## src/include/xbar_consts.svh

```systemverilog
// Width and size constants shared by the crossbar RTL and its testbench
// Include after `default_nettype in any file that needs these values

`ifndef XBAR_CONSTS_SVH
`define XBAR_CONSTS_SVH

// Flit payload width
`define XBAR_DATA_W 16

// Input and output port count
`define XBAR_PORTS 4

// Destination field, log2 of the port count
`define XBAR_DEST_W 2

// Delivered-flit counter width, saturates at all ones
`define XBAR_CNT_W 8

// Byte address width of the register block
`define AXIL_ADDR_W 8

`endif

```

## src/hdl/xbar_pkg.sv

```systemverilog
// Flit types and arbiter state for the crossbar datapath
// Imported by the switch, the arbiter, the monitor and the top level

`default_nettype none

`include "xbar_consts.svh"

package xbar_pkg;

    // One flit as offered on an input or delivered on an output
    typedef struct packed {
        logic                    valid;
        logic [`XBAR_DEST_W-1:0] dest;
        logic [`XBAR_DATA_W-1:0] data;
    } flit_t;

    // One flit per port, index is the port number
    typedef flit_t [`XBAR_PORTS-1:0] flit_vec_t;

    // Whether the arbiter issued a grant in the previous cycle
    typedef enum logic {
        IDLE    = 1'b0,
        GRANTED = 1'b1
    } arb_state_e;

endpackage

`default_nettype wire

```

## src/hdl/axil_pkg.sv

```systemverilog
// AXI4-Lite channel bundles and register map for the crossbar host port
// Imported by the register block and the top level

`default_nettype none

`include "xbar_consts.svh"

package axil_pkg;

    typedef enum logic [1:0] {
        OKAY   = 2'b00,
        SLVERR = 2'b10
    } axil_resp_e;

    // Host to slave
    typedef struct packed {
        logic [`AXIL_ADDR_W-1:0] awaddr;
        logic                    awvalid;
        logic [31:0]             wdata;
        logic [3:0]              wstrb;
        logic                    wvalid;
        logic                    bready;
        logic [`AXIL_ADDR_W-1:0] araddr;
        logic                    arvalid;
        logic                    rready;
    } axil_req_t;

    // Slave to host
    typedef struct packed {
        logic        awready;
        logic        wready;
        axil_resp_e  bresp;
        logic        bvalid;
        logic [31:0] rdata;
        axil_resp_e  rresp;
        logic        rvalid;
        logic        arready;
    } axil_rsp_t;

    // Register map, byte addresses
    typedef enum logic [`AXIL_ADDR_W-1:0] {
        REG_CTRL   = 8'h00,
        REG_STATUS = 8'h04,
        REG_CNT0   = 8'h10,
        REG_CNT1   = 8'h14,
        REG_CNT2   = 8'h18,
        REG_CNT3   = 8'h1C
    } csr_addr_e;

    typedef enum logic [1:0] {
        IDLE,
        WRESP,
        RDATA
    } csr_state_e;

endpackage

`default_nettype wire

```

## src/hdl/xbar_arbiter.sv

```systemverilog
// Round-robin arbiter for one crossbar output
// Grant is combinational from req and the stored priority pointer

`default_nettype none

`include "xbar_consts.svh"

module xbar_arbiter
    import xbar_pkg::*;
(
    input  wire                     clk,
    input  wire                     rst,
    input  wire [`XBAR_PORTS-1:0]   req,
    output logic [`XBAR_PORTS-1:0]  grant
);

    localparam int N  = `XBAR_PORTS;
    localparam int DW = `XBAR_DEST_W;

    // Last granted input
    logic [DW-1:0] ptr;
    logic [DW-1:0] idx;
    logic [DW-1:0] win;
    arb_state_e    state;

    // Scan from the farthest offset down so the nearest requester after ptr wins
    always_comb begin
        grant = '0;
        win   = ptr;
        idx   = ptr;
        for (int i = N; i >= 1; i--) begin
            idx = ptr + DW'(i);
            if (req[idx]) begin
                grant      = '0;
                grant[idx] = 1'b1;
                win        = idx;
            end
        end
    end

    always_ff @(posedge clk or posedge rst) begin
        if (rst) begin
            // Input 0 goes first after reset
            ptr   <= DW'(N - 1);
            state <= IDLE;
        end else if (|grant) begin
            ptr   <= win;
            state <= GRANTED;
        end else begin
            state <= IDLE;
        end
    end

    assert property (@(posedge clk) disable iff (rst) $onehot0(grant))
        else $error("xbar_arbiter: grant is not one-hot");

    // Last winner drops to lowest priority while others still request
    assert property (@(posedge clk) disable iff (rst)
        state == GRANTED && req[ptr] && $countones(req) > 1 |-> !grant[ptr])
        else $error("xbar_arbiter: last winner granted again ahead of others");

endmodule

`default_nettype wire

```

## src/hdl/xbar_switch.sv

```systemverilog
// Crossbar switch fabric: per-output arbitration and registered outputs
// Ready toward the sources is combinational from the current grants

`default_nettype none

`include "xbar_consts.svh"

module xbar_switch
    import xbar_pkg::*;
(
    input  wire                     clk,
    input  wire                     rst,
    input  wire flit_vec_t          in_flits,
    input  wire                     enable,
    output logic [`XBAR_PORTS-1:0]  in_ready,
    output flit_vec_t               out_flits,
    output logic                    busy
);

    localparam int N  = `XBAR_PORTS;
    localparam int DW = `XBAR_DEST_W;

    // Indexed [output][input]
    logic [N-1:0] req     [N];
    logic [N-1:0] grant   [N];
    // Indexed [input][output]
    logic [N-1:0] gnt_col [N];
    logic         any_valid;

    always_comb begin
        any_valid = 1'b0;
        for (int k = 0; k < N; k++) begin
            for (int j = 0; j < N; j++) begin
                req[k][j] = enable && in_flits[j].valid && (in_flits[j].dest == DW'(k));
                gnt_col[j][k] = grant[k][j];
            end
        end
        for (int j = 0; j < N; j++) begin
            in_ready[j] = |gnt_col[j];
            any_valid   = any_valid | in_flits[j].valid;
        end
    end

    for (genvar k = 0; k < N; k++) begin : g_out
        xbar_arbiter u_arb (
            .clk   (clk),
            .rst   (rst),
            .req   (req[k]),
            .grant (grant[k])
        );

        assert property (@(posedge clk) disable iff (rst)
            out_flits[k].valid |-> $past(|grant[k]))
            else $error("xbar_switch: output %0d valid without grant", k);
    end

    for (genvar j = 0; j < N; j++) begin : g_in
        assert property (@(posedge clk) disable iff (rst) $onehot0(gnt_col[j]))
            else $error("xbar_switch: input %0d granted by two outputs", j);
    end

    always_ff @(posedge clk or posedge rst) begin
        if (rst) begin
            out_flits <= '0;
            busy      <= 1'b0;
        end else begin
            busy <= any_valid;
            for (int k = 0; k < N; k++) begin
                // No grant means nothing delivered this cycle
                out_flits[k] <= '0;
                for (int j = 0; j < N; j++) begin
                    if (grant[k][j]) begin
                        out_flits[k] <= in_flits[j];
                    end
                end
            end
        end
    end

endmodule

`default_nettype wire

```

## src/hdl/xbar_traffic_monitor.sv

```systemverilog
// Counts flits delivered on each crossbar output
// Counters saturate and can be cleared one at a time from the host

`default_nettype none

`include "xbar_consts.svh"

module xbar_traffic_monitor
    import xbar_pkg::*;
(
    input  wire                                        clk,
    input  wire                                        rst,
    input  wire flit_vec_t                             out_flits,
    input  wire [`XBAR_PORTS-1:0]                      clear,
    output logic [`XBAR_PORTS-1:0][`XBAR_CNT_W-1:0]    counts
);

    always_ff @(posedge clk or posedge rst) begin
        if (rst) begin
            counts <= '0;
        end else begin
            for (int k = 0; k < `XBAR_PORTS; k++) begin
                // Clear wins over a delivery in the same cycle
                if (clear[k]) begin
                    counts[k] <= '0;
                end else if (out_flits[k].valid && counts[k] != '1) begin
                    counts[k] <= counts[k] + 1'b1;
                end
            end
        end
    end

endmodule

`default_nettype wire

```

## src/hdl/xbar_csr_axil.sv

```systemverilog
// AXI4-Lite register block for the crossbar: enable, busy status, counters
// One transaction at a time, writes win over reads arriving together

`default_nettype none

`include "xbar_consts.svh"

module xbar_csr_axil
    import axil_pkg::*;
(
    input  wire                                        clk,
    input  wire                                        rst,
    input  wire axil_req_t                             axil_req,
    output axil_rsp_t                                  axil_rsp,
    input  wire                                        busy,
    input  wire [`XBAR_PORTS-1:0][`XBAR_CNT_W-1:0]     counts,
    output logic                                       enable,
    output logic [`XBAR_PORTS-1:0]                     cnt_clear
);

    csr_state_e  state;
    // AW and W accepted together in the cycle after both are seen
    logic        aw_acc;
    logic        ar_hs;
    axil_resp_e  bresp_q;
    axil_resp_e  rresp_q;
    axil_resp_e  rd_resp;
    logic [31:0] rdata_q;
    logic [31:0] rd_data;

    assign ar_hs = (state == IDLE) && !aw_acc && axil_req.arvalid
                   && !(axil_req.awvalid && axil_req.wvalid);

    // Read mux
    always_comb begin
        rd_data = '0;
        rd_resp = OKAY;
        case (csr_addr_e'(axil_req.araddr))
            REG_CTRL:   rd_data[0] = enable;
            REG_STATUS: rd_data[0] = busy;
            REG_CNT0, REG_CNT1, REG_CNT2, REG_CNT3:
                rd_data = 32'(counts[axil_req.araddr[3:2]]);
            default:    rd_resp = SLVERR;
        endcase
    end

    always_ff @(posedge clk or posedge rst) begin
        if (rst) begin
            state     <= IDLE;
            aw_acc    <= 1'b0;
            enable    <= 1'b0;
            cnt_clear <= '0;
            bresp_q   <= OKAY;
        end else begin
            cnt_clear <= '0;
            case (state)
                IDLE: begin
                    if (aw_acc) begin
                        aw_acc  <= 1'b0;
                        state   <= WRESP;
                        bresp_q <= OKAY;
                        case (csr_addr_e'(axil_req.awaddr))
                            REG_CTRL: begin
                                if (axil_req.wstrb[0]) begin
                                    enable <= axil_req.wdata[0];
                                end
                            end
                            REG_CNT0, REG_CNT1, REG_CNT2, REG_CNT3:
                                cnt_clear[axil_req.awaddr[3:2]] <= 1'b1;
                            // Status is read-only
                            default: bresp_q <= SLVERR;
                        endcase
                    end else if (axil_req.awvalid && axil_req.wvalid) begin
                        aw_acc <= 1'b1;
                    end else if (ar_hs) begin
                        state <= RDATA;
                    end
                end
                WRESP: if (axil_req.bready) state <= IDLE;
                RDATA: if (axil_req.rready) state <= IDLE;
                default: state <= IDLE;
            endcase
        end
    end

    // Read data captured at the AR handshake
    always_ff @(posedge clk) begin
        if (ar_hs) begin
            rdata_q <= rd_data;
            rresp_q <= rd_resp;
        end
    end

    always_comb begin
        axil_rsp.awready = aw_acc;
        axil_rsp.wready  = aw_acc;
        axil_rsp.bresp   = bresp_q;
        axil_rsp.bvalid  = (state == WRESP);
        axil_rsp.rdata   = rdata_q;
        axil_rsp.rresp   = rresp_q;
        axil_rsp.rvalid  = (state == RDATA);
        axil_rsp.arready = ar_hs;
    end

    assert property (@(posedge clk) disable iff (rst)
        !(axil_rsp.bvalid && axil_rsp.rvalid))
        else $error("xbar_csr_axil: bvalid and rvalid both high");

endmodule

`default_nettype wire

```

## src/hdl/xbar_top.sv

```systemverilog
// Crossbar top level: switch fabric, traffic monitor and host register block
// Flit ports face the sources and sinks, the AXI4-Lite port faces the host

`default_nettype none

`include "xbar_consts.svh"

module xbar_top
    import xbar_pkg::*, axil_pkg::*;
(
    input  wire                     clk,
    input  wire                     rst,
    input  wire flit_vec_t          in_flits,
    output logic [`XBAR_PORTS-1:0]  in_ready,
    output flit_vec_t               out_flits,
    input  wire axil_req_t          axil_req,
    output axil_rsp_t               axil_rsp
);

    logic                                   enable;
    logic                                   busy;
    logic [`XBAR_PORTS-1:0]                 cnt_clear;
    logic [`XBAR_PORTS-1:0][`XBAR_CNT_W-1:0] counts;

    xbar_switch u_switch (
        .clk       (clk),
        .rst       (rst),
        .in_flits  (in_flits),
        .enable    (enable),
        .in_ready  (in_ready),
        .out_flits (out_flits),
        .busy      (busy)
    );

    // Watches the registered outputs, so counts lag delivery by one cycle
    xbar_traffic_monitor u_monitor (
        .clk       (clk),
        .rst       (rst),
        .out_flits (out_flits),
        .clear     (cnt_clear),
        .counts    (counts)
    );

    xbar_csr_axil u_csr (
        .clk       (clk),
        .rst       (rst),
        .axil_req  (axil_req),
        .axil_rsp  (axil_rsp),
        .busy      (busy),
        .counts    (counts),
        .enable    (enable),
        .cnt_clear (cnt_clear)
    );

endmodule

`default_nettype wire

```

## config.mk

```make
export PLATFORM = sky130hd
export DESIGN_NAME = xbar_top
export DESIGN_NICKNAME = d
export VERILOG_FILES = /design/src/hdl/xbar_pkg.sv /design/src/hdl/axil_pkg.sv /design/src/hdl/xbar_arbiter.sv /design/src/hdl/xbar_switch.sv /design/src/hdl/xbar_traffic_monitor.sv /design/src/hdl/xbar_csr_axil.sv /design/src/hdl/xbar_top.sv
export VERILOG_INCLUDE_DIRS = /design/src /design/src/include
export SDC_FILE = /design/constraint.sdc
export NUM_CORES = 1
export LEC_CHECK = 0
export BUFFER_PORTS_ARGS = -buffer_cell sky130_fd_sc_hd__buf_4
export CAP_MARGIN = 20
export CORE_ASPECT_RATIO = 0.5
export CORE_MARGIN = 3
export CORE_UTILIZATION = 40
export CTS_CLUSTER_SIZE = 16
export DETAILED_ROUTE_END_ITERATION = 7
export GPL_TIMING_DRIVEN = 0
export SKIP_LAST_GASP = 1
export SLEW_MARGIN = 20
export SYNTH_ARGS = -nofsm -noshare
export SYNTH_HDL_FRONTEND = slang
export SYNTH_SLANG_ARGS = --single-unit
```

## constraint.sdc

```tcl
create_clock -name clk -period 4.1 [get_ports clk]
set_input_delay 0.41 -clock clk [delete_from_list [all_inputs] [get_ports clk]]
set_output_delay 0.41 -clock clk [all_outputs]
set_load 0.05 [all_outputs]
```

==> Word level (Yosys, flattened, before mapping) <==
Index checks and enable logic that the tools add are counted.
{ "totals": {"reg_bits": 161, "input_bits": 135, "output_inout_bits": 121} }
{ "classes": {"n_addsub": 16, "magnitude_cmp": 35, "n_eq_ne": 31, "n_mux": 134, "bitwise": 3, "n_reduce_logical": 81} }
{ "ops": {"columns": ["op", "count"], "rows": [
  ["$mux W19", 16],
  ["$mux W4", 19],
  ["$mux W8", 9],
  ["$eq A8 B5 Y1 const B", 8],
  ["$lt A2 B3 Y1 const B", 18],
  ["$logic_and A1 B1 Y1", 45],
  ["$reduce_or A4 Y1", 10],
  ["$mux W2", 19],
  ["$mux W1", 35],
  ["$demux W1 S2", 17],
  ["$ge A2 B1 Y1 const B", 17],
  ["$add A8 B1 Y8 const B", 4],
  ["$bmux W1 S2", 16],
  ["$ne A8 B8 Y1 const B", 4],
  ["$eq A2 B2 Y1 const B", 9],
  ["$add A2 B2 Y2 const B", 8],
  ["$bmux W8 S2", 1],
  ["$logic_not A8 Y1", 2],
  ["$reduce_bool A3 Y1", 4],
  ["$eq A2 B1 Y1 const B", 5],
  ["$logic_not A2 Y1", 5],
  ["$reduce_and A2 Y1", 5],
  ["$add A2 B1 Y2 const B", 4],
  ["$eq A8 B3 Y1 const B", 1],
  ["11 further kinds", 19]
]} }

==> Depth between registers and ports, before layout <==
Gate-level depths: netlist (run 1).
{ "logic_depth": {"depth_word": 12, "ltp_mapped": 10, "mapped_depth_nobuf": 7} }

==> Cells and area by module <==
Synthesis (run 1) repeated with hierarchy kept, for this count alone.
{ "hier_totals": {"hier_cells": 978, "area_unflattened_um2": 10116.0} }
{ "modules_own_cells": {"columns": ["module", "instances", "cells_per_inst", "area_per_inst_um2", "seq_area_each_um2"], "rows": [
  ["xbar_switch", 1, 414, 4451.8, 1926.8],
  ["xbar_arbiter at u_switch.g_out[0].u_arb ...", 3, 69, 659.4, 52.6],
  ["xbar_traffic_monitor", 1, 182, 1816.7, 800.8],
  ["xbar_csr_axil", 1, 104, 1209.9, 495.5],
  ["xbar_arbiter at u_switch.g_out[3].u_arb", 1, 71, 659.4, 52.6]
]} }

==> Worst setup path before layout (run 1) <==
No wires, ideal clock.
{ "synth_timing": {"path_kind": "register to output", "startpoint": "register u_switch.g_out[3].u_arb.ptr[0]", "endpoint": "output port in_ready[2]", "t_arrival_ns": 3.097, "setup_slack_ns": 0.593, "stages_incl_launch_ff": 9, "path_buffers": 2, "path_cell_list": "dfstp_2 > buf_4 > clkinv_1 > ha_1 > mux4_2 > a211oi_1 > a221o_1 > clkbuf_1 > nand4_1"} }
{ "synth_via": {"elab_chain_len": 9, "word_cells_on_any_way": 36, "cone_classes": "3 x add/sub; 8 x order compare; 20 x mux; 5 x reduce/logical"} }
{ "synth_lines": {"columns": ["item", "line", "rtl"], "rows": [
  ["start: declaration", "xbar_arbiter.sv:21", "logic [DW-1:0] ptr;"],
  ["start signal: assignment", "xbar_arbiter.sv:44", "ptr <= DW'(N - 1);"],
  ["start signal: assignment", "xbar_arbiter.sv:47", "ptr <= win;"],
  ["$add A2 B2 Y2, or another cell as far along", "xbar_arbiter.sv:32", "idx = ptr + DW'(i);"],
  ["$lt A2 B3 Y1 (implied by the code), or another cell as far along", "xbar_arbiter.sv:35", "grant[idx] = 1'b1;"],
  ["$logic_and A1 B1 Y1 (implied by the code) / $mux W1 (equally long branches)", "xbar_arbiter.sv:35", null],
  ["$mux W1 (implied by the code) / $demux W1 S2 (equally long branches)", "xbar_arbiter.sv:35", null],
  ["$demux W1 S2 / $mux W4 (equally long branches)", "xbar_arbiter.sv:35, xbar_arbiter.sv:33", null],
  ["$mux W4 (2 in series)", "xbar_arbiter.sv:33", "if (req[idx]) begin"],
  ["$mux W4 *", "xbar_arbiter.sv:33", null],
  ["$reduce_or A4 Y1 *", "xbar_switch.sv:39", "in_ready[j] = |gnt_col[j];"],
  ["end: declaration", "xbar_top.sv:14", "output logic [`XBAR_PORTS-1:0] in_ready,"]
]} }
Mark *: on every way between the ends. The rest lies on a longest branch, timed or not. The select of a mux whose other input is x is not followed.

==> Final worst setup path (run 1) <==
{ "layout_timing": {"startpoint": "register u_switch.g_out[0].u_arb.ptr[0]", "endpoint": "output port in_ready[1]"} }
{ "layout_via": {"elab_chain_len": 9, "word_cells_on_any_way": 36, "cone_classes": "3 x add/sub; 8 x order compare; 20 x mux; 5 x reduce/logical"} }
{ "layout_lines": {"columns": ["item", "line"], "rows": [
  ["start: declaration", "xbar_arbiter.sv:21"],
  ["start signal: assignment", "xbar_arbiter.sv:44"],
  ["start signal: assignment", "xbar_arbiter.sv:47"],
  ["$add A2 B2 Y2, or another cell as far along", "xbar_arbiter.sv:32"],
  ["$lt A2 B3 Y1 (implied by the code), or another cell as far along", "xbar_arbiter.sv:35"],
  ["$logic_and A1 B1 Y1 (implied by the code) / $mux W1 (equally long branches)", "xbar_arbiter.sv:35"],
  ["$mux W1 (implied by the code) / $demux W1 S2 (equally long branches)", "xbar_arbiter.sv:35"],
  ["$demux W1 S2 / $mux W4 (equally long branches)", "xbar_arbiter.sv:35, xbar_arbiter.sv:33"],
  ["$mux W4 (2 in series)", "xbar_arbiter.sv:33"],
  ["$mux W4 *", "xbar_arbiter.sv:33"],
  ["$reduce_or A4 Y1 *", "xbar_switch.sv:39"]
]} }
Marked as above.

==> results of run 1 <==
[power by group through the flow]
stage	Combinational (W)	Sequential [W]	Clock, W
2_1_floorplan	0.000352	0.00159	0
3_3_place_gp	0.000705	0.00150	0
3_5_place_dp	0.000717	0.00150	0
4_1_cts	0.000719	0.00147	0.00160
5_1_grt	0.000763	0.00148	0.00167
6_report	0.000721	0.00147	0.00157
[registers in the layout, summed over array words and instances (netlist names), 2 cells and up]
signal and cells:
u_monitor.counts 32, u_csr.state 2, u_switch.g_out.u_arb.ptr 8, u_csr.cnt_clear 4, u_csr.rdata_q 8, u_switch.out_flits 76
[cells in the mapped netlist, drive strengths merged (12+ instances only)]
cell / n / area, sq um
inv: 45 / 168.9
dfrtp: 118 / 2953
a211oi: 24 / 215.2
o31ai: 76 / 580.6
clkbuf: 42 / 158.9
ha: 32 / 400.4
nand4: 14 / 87.58
a21oi: 16 / 80.08
nand3: 19 / 105.1
xnor2: 12 / 105.1
mux4: 30 / 675.7
nand2: 98 / 367.9
nor2: 128 / 480.5
buf: 91 / 616.9
a2111oi: 76 / 665.6
xor2: 17 / 148.9
and3: 16 / 100.1
a311oi: 77 / 674.4
[stage by stage]
| stage | power (W) | hold slack [ns] | worst slack, ns |
|---|---|---|---|
| 2_1_floorplan | 0.001941 | 0.4736 | 0.3473 |
| 3_3_place_gp | 0.002200 | 0.5150 | -1.222 |
| 3_5_place_dp | 0.002213 | 0.4163 | 0.1175 |
| 4_1_cts | 0.003790 | 0.1315 | 0.005026 |
| 5_1_grt | 0.003913 | 0.1382 | -0.005070 |
| 6_report | 0.003767 | 0.1511 | 0.09313 |
[cell families (layout without fill, tap and decap cells)]
kind of cell,count (synthesis),after routing,share of synthesized area
fa+ha+maj,32,32,0.03843
simple gates,344,344,0.1638
mux,43,44,0.07759
other cells,1,29,0.0003600
compound gates,329,329,0.2748
buf+inv,179,404,0.09104
xor+xnor,29,29,0.02438
flops,135,135,0.3296
[layer usage]
layer / vias to the layer above / routed length [microns]
li1: 4707 / -
met1: 5196 / 17330
met2: 592 / 17630
met3: 107 / 3932
met4: 0 / 1327
met5: - / 0
[final timing paths]
check | to | cells after the start | slack [ns]
worst max register to register | u_switch.out_flits[37]$_DFF_PP0_ | 8 | 0.18
worst min-delay path | u_csr.state[0]$_DFFE_PP0P_ | 2 | 0.15
min in group asynchronous | u_csr.bresp_q[1]$_DFFE_PP0P_ | 3 | 0.52
worst min register to register | u_csr.state[0]$_DFFE_PP0P_ | 1 | 0.54
max in group asynchronous | u_switch.g_out[1].u_arb.ptr[0]$_DFFE_PP1P_ | 4 | 2.82
worst max-delay path | in_ready[1] | 9 | 0.09
[cell type report]
cell class	count	area [sq um]	share of cell area
diodes	3	7.507	0.0005713
repair buffers	196	1494	0.1137
plain buffers	130	780.7	0.05942
inverters	46	181.4	0.01381
clock buffers	20	456.7	0.03476
clock inverters	12	143.9	0.01095
multi-input cells	804	6212	0.4728
well taps	344	430.4	0.03276
flip-flops and latches	135	3433	0.2613
[what timing repair did]
action | CTS | global route
setup endpoints to repair | 4 | 12
resized for setup | 9 | 21
hold endpoints to repair | 33 | 0
hold buffers | 1 | 0
pin swaps | 0 | 1
cloned | 0 | 1
setup buffers | 0 | 2
==> metrics.md, run 1 <==
| Metric | Value |
|---|---|
| Residual DRC count | 0 |
| Sequential group share of total power | 0.391 |
| CP top delay family | buffers and inverters |
| Met3 usage | 0.08207 |
| Top_reg_cell synth | dfrtp_1 |
| Max Slew Vio Count | 0 |
| Width of the die | 234.2 microns |
| Worst min-delay path startpoint | axil_req[10] |
| FP Rows | 41 |
| Critical Path RT | 3.69 ns |
| Final std cells w/o fill | 1690 |
| Syn_area_per_cell | 9.540 sq um |
| Number of global-route vias before repair | 10390 |
| Combinational share of power | 0.191 |
| Post-synth cell types | 67 |
| Core outline area | 0.02539 sq mm |
| Setup crit start kind | register |
| Dpl cells | 1654 |
| Clk slew on worst S/H paths | 0.07 ns |
| Util after Layout | 0.5175 |
| Rel. slew slack | 0.4069 |
| DR pass1 iterations | 7 |
| CTS max path bufs | 2 |
| Initial antenna violation count | 2 |
| Crit path cell chain | clkbuf_4 > inv_1 > ha_2 > mux4_2 > a211oi_1 > a211o_1 > buf_2 > nand4_1 > buf_4 |
| Post-Route WL | 40220 microns |
| Endpoints failing hold | 0 |
| Peak supply drop | 290.8 uV |
| Proportion of power drawn by the clock network | 0.418 |
| RR Startpoint | u_switch.g_out[1].u_arb.ptr[1]$_DFFE_PP1P_ |
| Area Growth Syn to Fin | 26.13% |
| Wire length per cell | 23.80 microns |
| Port buffer count | 192 |
| NumNets Final | 1497 |
| CP max FO | 10 |
| NetSw | 0.001169 W |
| Share of layout cells above drive strength 1 | 0.3038 |
| GP Congestion | 0.9189 |
| Die boundary height | 120.1 microns |
| Status | completed |
| Worst hold path class | input pin to register |
| Largest net degree at the start of global routing | 88 |
| Grt met1 use | 0.3869 |
| Ports | 256 |
| GR peak layer | met2 |
| Initial Utilization | 0.4102 |
| Vias | 10602 |
| H-tree lvl count | 4 |
| First-pass GRT wire length | 60730 microns |
| Worst path slowest cell | dfstp_2 |
| Most frequent cells in the layout | buf_4, nor2_1, dfrtp_1, nand2_1, a311oi_1 |
| DP HPWL | 29660 microns |
| Clock Sink Count | 135 |
| CP startpoint | u_switch.g_out[0].u_arb.ptr[0]$_DFFE_PP1P_ |
| Post-synth EDFFs | 9 |
| Worst Path Arrival | 3.60 ns |
| Cell Area, Placed | 0.01242 sq mm |
| Syn Inst Count | 1092 |
| Worst-skew pair later-pin latency | 0.44 ns |
| Asr flop ratio synth | 0.9333 |
| Fin area | 0.01314 sq mm |
| Leakage power | 5.802 nW |
| Crit path kind | register to output pin |
| Final Critical Period | 4.007 ns |
| Max Fclk | 249.6 MHz |
| Final antenna-violating net count | 0 |
| Cell Area, Synth | 0.01042 sq mm |
| Final Cycle Share | 0.9773 |
| Pint | 0.002598 W |
| Total gr overflow | 0 |
| Vias per cell | 6.273 |
| GRT Total Usage | 0.2822 |
| FILL cells | 2350 |
| RSZ-0062 raised after global routing | yes |
| Final TNS setup | 0 ns |
| CTS tree | done |
| CP endpoint kind | output pin |
| PwrDens | 286.7 mW/mm^2 |
| Initial DRC count | 1390 |
| Switching Share | 0.3103 |
| Register area share after synthesis | 0.3296 |
| Layout Skew | 0.01357 ns |
| CP bufs+invs | 4 |
| FF+latch count, synth | 135 |
| Die area | 0.02813 sq mm |
| Commonest non-fill, non-tap cell in the layout | buf_4 |
| TritonCTS buffer count | 17 |
| MaxCap Viol Count | 0 |
| Grt met2 use | 0.4172 |
| Slew @ Worst Pin | 0.8897 ns |
| Synth warn | 0 |
| Setup-failing EPs final | 0 |
| CP max stage delay | 0.58 ns |
| Root Buffer Master | clkbuf_16 |
Note: power is estimated with default switching activity, not from simulation.
==> run 2: changes to the inputs <==
CORE_UTILIZATION = 35   (was 40)
==> run 2 against run 1 <==
The run now ends with DRC left. Critical path type unchanged. Largest cell class unchanged. Cell count increased by 2.3%. Die area increased by 14%. Fmax up 0.62%. Power increased by 1.8%.
==> metrics.md, run 2 (synthesis gave the netlist of run 1 again) <==
| Metric | Value |
|---|---|
| Status | finished with violations |
| Failing checks | DRC |
| Max Slew Vio Count | 0 (unchanged) |
| CP max FO | 10 (unchanged) |
| Residual DRC count | 21 (+21) |
| Final Cycle Share | 0.9712 (-0.006053) |
| Die boundary height | 128.0 microns (+6.6%) |
| Switching Share | 0.3250 (+0.01469) |
| Layout Skew | 0.01810 ns (+0.004534 ns) |
| Final antenna-violating net count | 0 (unchanged) |
| Initial antenna violation count | 2 (unchanged) |
| Worst min-delay path startpoint | axil_req[10] |
| Util after Layout | 0.4653 (-0.05213) |
| RSZ-0062 raised after global routing | no |
| Largest registers | u_switch.out_flits: 76 flops, u_monitor.counts: 32 flops |
| Worst hold path class | input pin to register |
| Share of layout cells above drive strength 1 | 0.3061 (+0.002295) |
| Power, Total | 0.003833 W (+1.8%) |
| GRT Total Usage | 0.2552 (-0.02696) |
| CP top delay family | flip-flops |
| NetSw | 0.001246 W (+6.6%) |
| Port buffer count | 192 (unchanged) |
| Worst path slowest cell | dfrtp_1 |
| Die area | 0.03200 sq mm (+14%) |
| Peak supply drop | 290.0 uV (-0.28%) |
| Worst Path Arrival | 3.57 ns (-0.03 ns) |
| H-tree lvl count | 4 (unchanged) |
| Clock Sink Count | 135 (unchanged) |
| DR pass1 iterations | 8 (+1) |
| TritonCTS buffer count | 17 (unchanged) |
| DP HPWL | 30590 microns (+3.1%) |
| Critical Path RT | 3.69 ns (about the same) |
| Ports | 256 (unchanged) |
| PwrDens | 289.4 mW/mm^2 (+0.95%) |
| FP Rows | 43 (+4.9%) |
| Crit path kind | register to output pin |
| Post-Route WL | 41720 microns (+3.7%) |
| CP endpoint kind | output pin |
| Hold path cells | 2 (unchanged) |
| Most frequent cells in the layout | buf_4, nor2_1, dfrtp_1, nand2_1, a311oi_1 |
| Largest net degree at the start of global routing | 90 (+2.3%) |
| First-pass GRT wire length | 63050 microns (+3.8%) |
| Vias per cell | 6.258 (-0.25%) |
| Final TNS setup | 0 ns (unchanged) |
| Largest Register | u_switch.out_flits |
| Dpl cells | 1692 (+2.3%) |
| Leakage power | 5.844 nW (+0.73%) |
| Final Critical Period | 3.982 ns (-0.02482 ns) |
| Final std cells w/o fill | 1729 (+2.3%) |
| Vias | 10820 (+2.1%) |
| CP bufs+invs | 3 (-1) |
| Width of the die | 250.0 microns (+6.7%) |
| Root Buffer Master | clkbuf_16 |
| Most used cell along the critical path | buf_6 |
| Slew @ Worst Pin | 0.7389 ns (-0.1508 ns) |
| FILL cells | 2701 (+15%) |
| Max Fclk | 251.1 MHz (+0.62%) |
| Crit path cell chain | buf_6 > buf_6 > nand4b_1 > mux4_2 > and2_4 > a221oi_2 > or4_1 > buf_4 |
| Worst-skew pair later-pin latency | 0.45 ns (about the same) |
| Total gr overflow | 0 (unchanged) |
| Wire length per cell | 24.13 microns (+1.4%) |
| Initial DRC count | 1709 (+23%) |
| Reg2Reg Depth | 9 (+1) |
| CTS tree | done |
| Proportion of power drawn by the clock network | 0.426 (+0.008) |
| Internal reg-to-reg setup slack | 0.34 ns (+0.16 ns) |
| GP Congestion | 0.9706 (+5.6%) |
| Setup-failing EPs final | 0 (unchanged) |
| Worst Hold Path EP | u_csr.state[0]$_DFFE_PP0P_ |
| Max reg flops | 76 (unchanged) |
| Number of global-route vias before repair | 10554 (+1.6%) |
| NumNets Final | 1500 (+0.20%) |
| Setup crit start kind | register |
| CTS max path bufs | 2 (unchanged) |
| Sequential group share of total power | 0.385 (-0.006) |
| Endpoints failing hold | 0 (unchanged) |
| CP max stage delay | 0.65 ns (+0.07 ns) |
| MaxCap Viol Count | 0 (unchanged) |
| Area Growth Syn to Fin | 27.13% |
| Rel. slew slack | 0.5074 (+0.1005) |
| Initial Utilization | 0.3660 (-0.04422) |
| Clk slew on worst S/H paths | 0.06 ns (about the same) |
| Core outline area | 0.02846 sq mm (+12%) |
| RR Endpoint | u_switch.out_flits[56]$_DFF_PP0_ |
| Commonest non-fill, non-tap cell in the layout | buf_4 |
| Pint | 0.002587 W (-0.42%) |
| Combinational share of power | 0.189 (-0.002) |
| RR Startpoint | u_switch.g_out[2].u_arb.ptr[0]$_DFFE_PP1P_ |
==> run 2: final cells by class <==
type / count / area [sq um] / area share
antenna: 1 / 2.502 / 0.0001889
buffer: 131 / 783.3 / 0.05914
clock buffer: 18 / 429.2 / 0.03240
clock inverter: 14 / 180.2 / 0.01360
inverter: 46 / 181.4 / 0.01370
multi-input combinational: 804 / 6247 / 0.4717
sequential: 135 / 3433 / 0.2592
tap: 382 / 478.0 / 0.03609
timing repair buffer: 198 / 1509 / 0.1139
==> run 2: worst max-delay path by stage <==
stage	cells past startpoint	endpoint	slack, ns	start
final	8	in_ready[3]	0.12	u_csr.enable$_DFFE_PP0P_
after global routing	8	in_ready[0]	0.003	u_switch.g_out[3].u_arb.ptr[0]$_DFFE_PP1P_
after CTS	9	in_ready[1]	-0.03	u_switch.g_out[0].u_arb.ptr[0]$_DFFE_PP1P_
after detailed placement	9	in_ready[2]	0.06	u_switch.g_out[3].u_arb.ptr[0]$_DFFE_PP1P_
after global placement	2	u_switch.out_flits[19]$_DFF_PP0_	-1.27	rst
after floorplan	1	u_csr.aw_acc$_DFFE_PP0N_	0.35	rst
==> run 2: worst register-to-register path, stage by stage, from the launching register on <==
cell and delay, ns:
dfstp_2 0.57, clkbuf_4 0.23, inv_1 0.17, ha_2 0.43, mux4_2 0.38, a211oi_2 0.36
a221o_2 0.44, clkbuf_1 0.54, nor2_1 0.09, o31ai_1 0.41
==> run 2: stage by stage <==
step           instance area (sq um)  setup WS [ns]  hold WS [ns]
2_1_floorplan                  10510         0.3473        0.4736
3_3_place_gp                   12430         -1.270        0.5089
3_5_place_dp                   12470        0.06066        0.4039
4_1_cts                        13160       -0.02805        0.1224
5_1_grt                        13240       0.002824        0.1339
6_report                       13240         0.1179        0.1390
==> run 2: routing by layer <==
layer / GRT usage / vias to the layer above / routed length, microns
met2: 0.4027 / 711 / 18740
li1: - / 4695 / -
met5: 0.01955 / - / 70
met1: 0.3311 / 5262 / 16850
met3: 0.08109 / 148 / 4640
met4: 0.08838 / 4 / 1422
==> run 2: power groups by stage <==
stage | Clock (W) | Sequential, W | Combinational (W)
2_1_floorplan | 0 | 0.00159 | 0.000352
3_3_place_gp | 0 | 0.00149 | 0.000706
3_5_place_dp | 0 | 0.00150 | 0.000718
4_1_cts | 0.00166 | 0.00147 | 0.000721
5_1_grt | 0.00172 | 0.00148 | 0.000769
6_report | 0.00163 | 0.00147 | 0.000725
==> run 2: what timing repair did <==
action                                 CTS  global route
pin swaps                                1             1
cloned                                   0             1
hold buffers                             1             0
gates resized for setup                 16            17
setup endpoints to repair                4             6
setup buffers                            2             2
endpoints found under the hold margin   37             0
==> run 3: changes to the inputs <==
SETUP_SLACK_MARGIN = 0.5   (was not set)
==> run 3 against run 2 <==
The run now ends clean. First-iteration DRC count fell by 15%. Hold slack got worse by 0.082 ns. Critical endpoint is now in_ready[0]. Die area did not move. Global-route usage fell by 0.31 points. Power fell by 3.5%. Core utilization rose by 2.8 points. Clock skew rose by 0.0020 ns. Non-clock buffer count rose by 67. Clock power fell by 9%. Critical path depth rose by 1. Register-to-register slack improved by 0.22 ns. Design area rose by 5.9%. Highest routed layer is now met4.
==> metrics.md, run 3 (synthesis gave the netlist of run 1 again) <==
| Metric | Value |
|---|---|
| Status | completed |
| Max Slew Vio Count | 0 (unchanged) |
| RSZ-0062 raised after global routing | yes |
| Setup crit start kind | register |
| Total gr overflow | 0 (unchanged) |
| Crit path kind | register to output pin |
| Worst hold path class | input pin to async pin |
| Fin area | 0.01403 sq mm (+5.9%) |
| Dpl cells | 1695 (+0.18%) |
| WL met1 | 18010 microns (+6.9%) |
| Port buffer count | 192 (unchanged) |
| Worst Path Arrival | 3.25 ns (-0.32 ns) |
| Setup-failing EPs final | 0 (unchanged) |
| Largest Register | u_switch.out_flits |
| CTS max path bufs | 2 (unchanged) |
| Peak supply drop | 247.9 uV (-15%) |
| Residual DRC count | 0 (-100%) |
| Most used cell along the critical path | buf_8 |
| Wire length per cell | 23.53 microns (-2.5%) |
| Top Layer Used | met4 |
| Final TNS setup | 0 ns (unchanged) |
| GP Congestion | 0.9628 (-0.80%) |
| Vias per cell | 6.079 (-2.9%) |
| Worst path slowest cell | dfrtp_2 |
| Ports | 256 (unchanged) |
| Endpoints failing hold | 0 (unchanged) |
| Final Critical Period | 3.663 ns (-0.3193 ns) |
| Width of the die | 250.0 microns (unchanged) |
| Routed length on met2 | 19250 microns (+2.7%) |
| DR pass1 iterations | 6 (-2) |
| CP max stage delay | 0.57 ns (-0.08 ns) |
| Most frequent cells in the layout | buf_4, nor2_1, dfrtp_1, nand2_1, a311oi_1 |
| CTS tree | done |
| Hold slack | 0.05664 ns (-0.08239 ns) |
| Post-Route WL | 42240 microns (+1.2%) |
| GRT Total Usage | 0.2521 (-0.003099) |
| Area Growth Syn to Fin | 34.66% |
| Clock Sink Count | 135 (unchanged) |
| Die boundary height | 128.0 microns (unchanged) |
| FP Rows | 43 (unchanged) |
| Root Buffer Master | clkbuf_16 |
| Reg2Reg Depth | 12 (+3) |
| Number of global-route vias before repair | 10108 (-4.2%) |
| Vias | 10911 (+0.84%) |
| Critical Path RT | 3.69 ns (about the same) |
| Rel. slew slack | 0.4914 (-0.01608) |
| Initial Utilization | 0.3660 (unchanged) |
| CP endpoint kind | output pin |
| Max reg flops | 76 (unchanged) |
| Cell Area, Placed | 0.01252 sq mm (+0.45%) |
| Crit path cell chain | buf_6 > buf_8 > nand4b_1 > buf_4 > mux4_2 > nand3_1 > a221oi_4 > or4_4 > buf_8 |
| Die area | 0.03200 sq mm (unchanged) |
| Core outline area | 0.02846 sq mm (unchanged) |
| Largest net degree at the start of global routing | 33 (-63%) |
| TritonCTS buffer count | 17 (unchanged) |
| Commonest non-fill, non-tap cell in the layout | buf_4 |
| PwrDens | 263.7 mW/mm^2 (-8.9%) |
| Share of layout cells above drive strength 1 | 0.3574 (+0.05130) |
| Internal reg-to-reg setup slack | 0.56 ns (+0.22 ns) |
| CP max FO | 10 (unchanged) |
| First-pass GRT wire length | 62280 microns (-1.2%) |
| MaxCap Viol Count | 0 (unchanged) |
| DP HPWL | 31870 microns (+4.2%) |
| RR Endpoint | u_switch.out_flits[75]$_DFF_PP0_ |
| Max Fclk | 273.0 MHz (+8.7%) |
| WL met3 | 3912 microns (-16%) |
| Worst setup path endpoint | in_ready[0] |
| Slew @ Worst Pin | 0.7437 ns (+0.004883 ns) |
| Largest registers | u_switch.out_flits: 76 flops, u_monitor.counts: 32 flops |
| H-tree lvl count | 4 (unchanged) |
| CP startpoint | u_csr.enable$_DFFE_PP0P_ |
| RR Startpoint | u_csr.enable$_DFFE_PP0P_ |
| Final Cycle Share | 0.8933 (-0.07788) |
| NumNets Final | 1567 (+4.5%) |
| Power, Total | 0.003699 W (-3.5%) |
| Initial DRC count | 1446 (-15%) |
| Final antenna-violating net count | 0 (unchanged) |
| Worst-skew pair later-pin latency | 0.44 ns (about the same) |
| Final std cells w/o fill | 1795 (+3.8%) |
| Antenna fix cells | 0 (-1) |
| Leakage power | 6.188 nW (+5.9%) |
| Layout Skew | 0.02010 ns (+0.002001 ns) |
| Clk slew on worst S/H paths | 0.07 ns (about the same) |
| Initial antenna violation count | 1 (-1) |
run 3: changes by cell type in the layout (fill, tap and decap cells not counted), moves of 4 or more:
cell	change
clkinvlp_4	+6
buf_4	+54
inv_1	-4
a211oi_4	+10
buf_6	+11
clkbuf_2	-4
a211oi_2	-7
buf_8	+5
run 3: through the flow:
stage               utilization  setup slack, ns
finish                   0.4929           0.4373
global route             0.4929           0.3958
CTS                      0.4743           0.4753
detailed placement       0.4400           0.1138
global placement         0.4369           0.1850
floorplan                     -           0.5930
run 3: timing repair:
action,CTS,global route
buffers inserted,19,46
endpoints found under the hold margin,0,0
gates cloned,1,2
resized for setup,59,56
pin swaps,11,16
hold buffers,0,0
setup endpoints to repair,29,4
run 3: where the power goes:
part | internal, W | switching, W | total [W]
sequential | 0.00141 | 0.0000590 | 0.00147
clock | 0.000806 | 0.000674 | 0.00148
combinational | 0.000260 | 0.000488 | 0.000748
total | 0.00248 | 0.00122 | 0.00370
run 3: how the worst min path moves through the flow:
stage / startpoint / endpoint / slack, ns / depth (start not counted)
6_report: rst / u_switch.out_flits[51]$_DFF_PP0_ / 0.06 / 2
5_1_grt: rst / u_switch.out_flits[71]$_DFF_PP0_ / 0.11 / 2
4_1_cts: rst / u_switch.out_flits[44]$_DFF_PP0_ / 0.06 / 2
3_5_place_dp: u_csr.state[1]$_DFFE_PP0P_ / u_csr.state[0]$_DFFE_PP0P_ / 0.51 / 1
3_3_place_gp: u_csr.state[1]$_DFFE_PP0P_ / u_csr.state[0]$_DFFE_PP0P_ / 0.52 / 1
2_1_floorplan: u_csr.state[1]$_DFFE_PP0P_ / u_csr.state[0]$_DFFE_PP0P_ / 0.47 / 1
run 3: area by class of cell:
class,instances,area [sq um]
Inverter,46,192.7
Sequential cell,135,3435
Tap cell,382,478.0
Timing Repair Buffer,263,2058
Buffer,133,862.1
Fill cell,2621,14430
Clock buffer,18,439.2
Multi-Input combinational cell,804,6447
Clock inverter,14,116.4
run 3: critical path: cells and delay by family, from the launching register on:
| family | cells | cell delay [ns] |
|---|---|---|
| flip-flops | 1 | 0.57 |
| buffers and inverters | 4 | 0.68 |
| AND/OR/NAND/NOR | 3 | 0.93 |
| multiplexers | 1 | 0.51 |
| AO/OA/AOI/OAI | 1 | 0.11 |
run 3: layer usage:
layer	global-route usage	up-vias
li1	-	4833
met1	0.3479	5364
met2	0.3970	619
met3	0.06102	95
met4	0.06976	0
met5	0	-
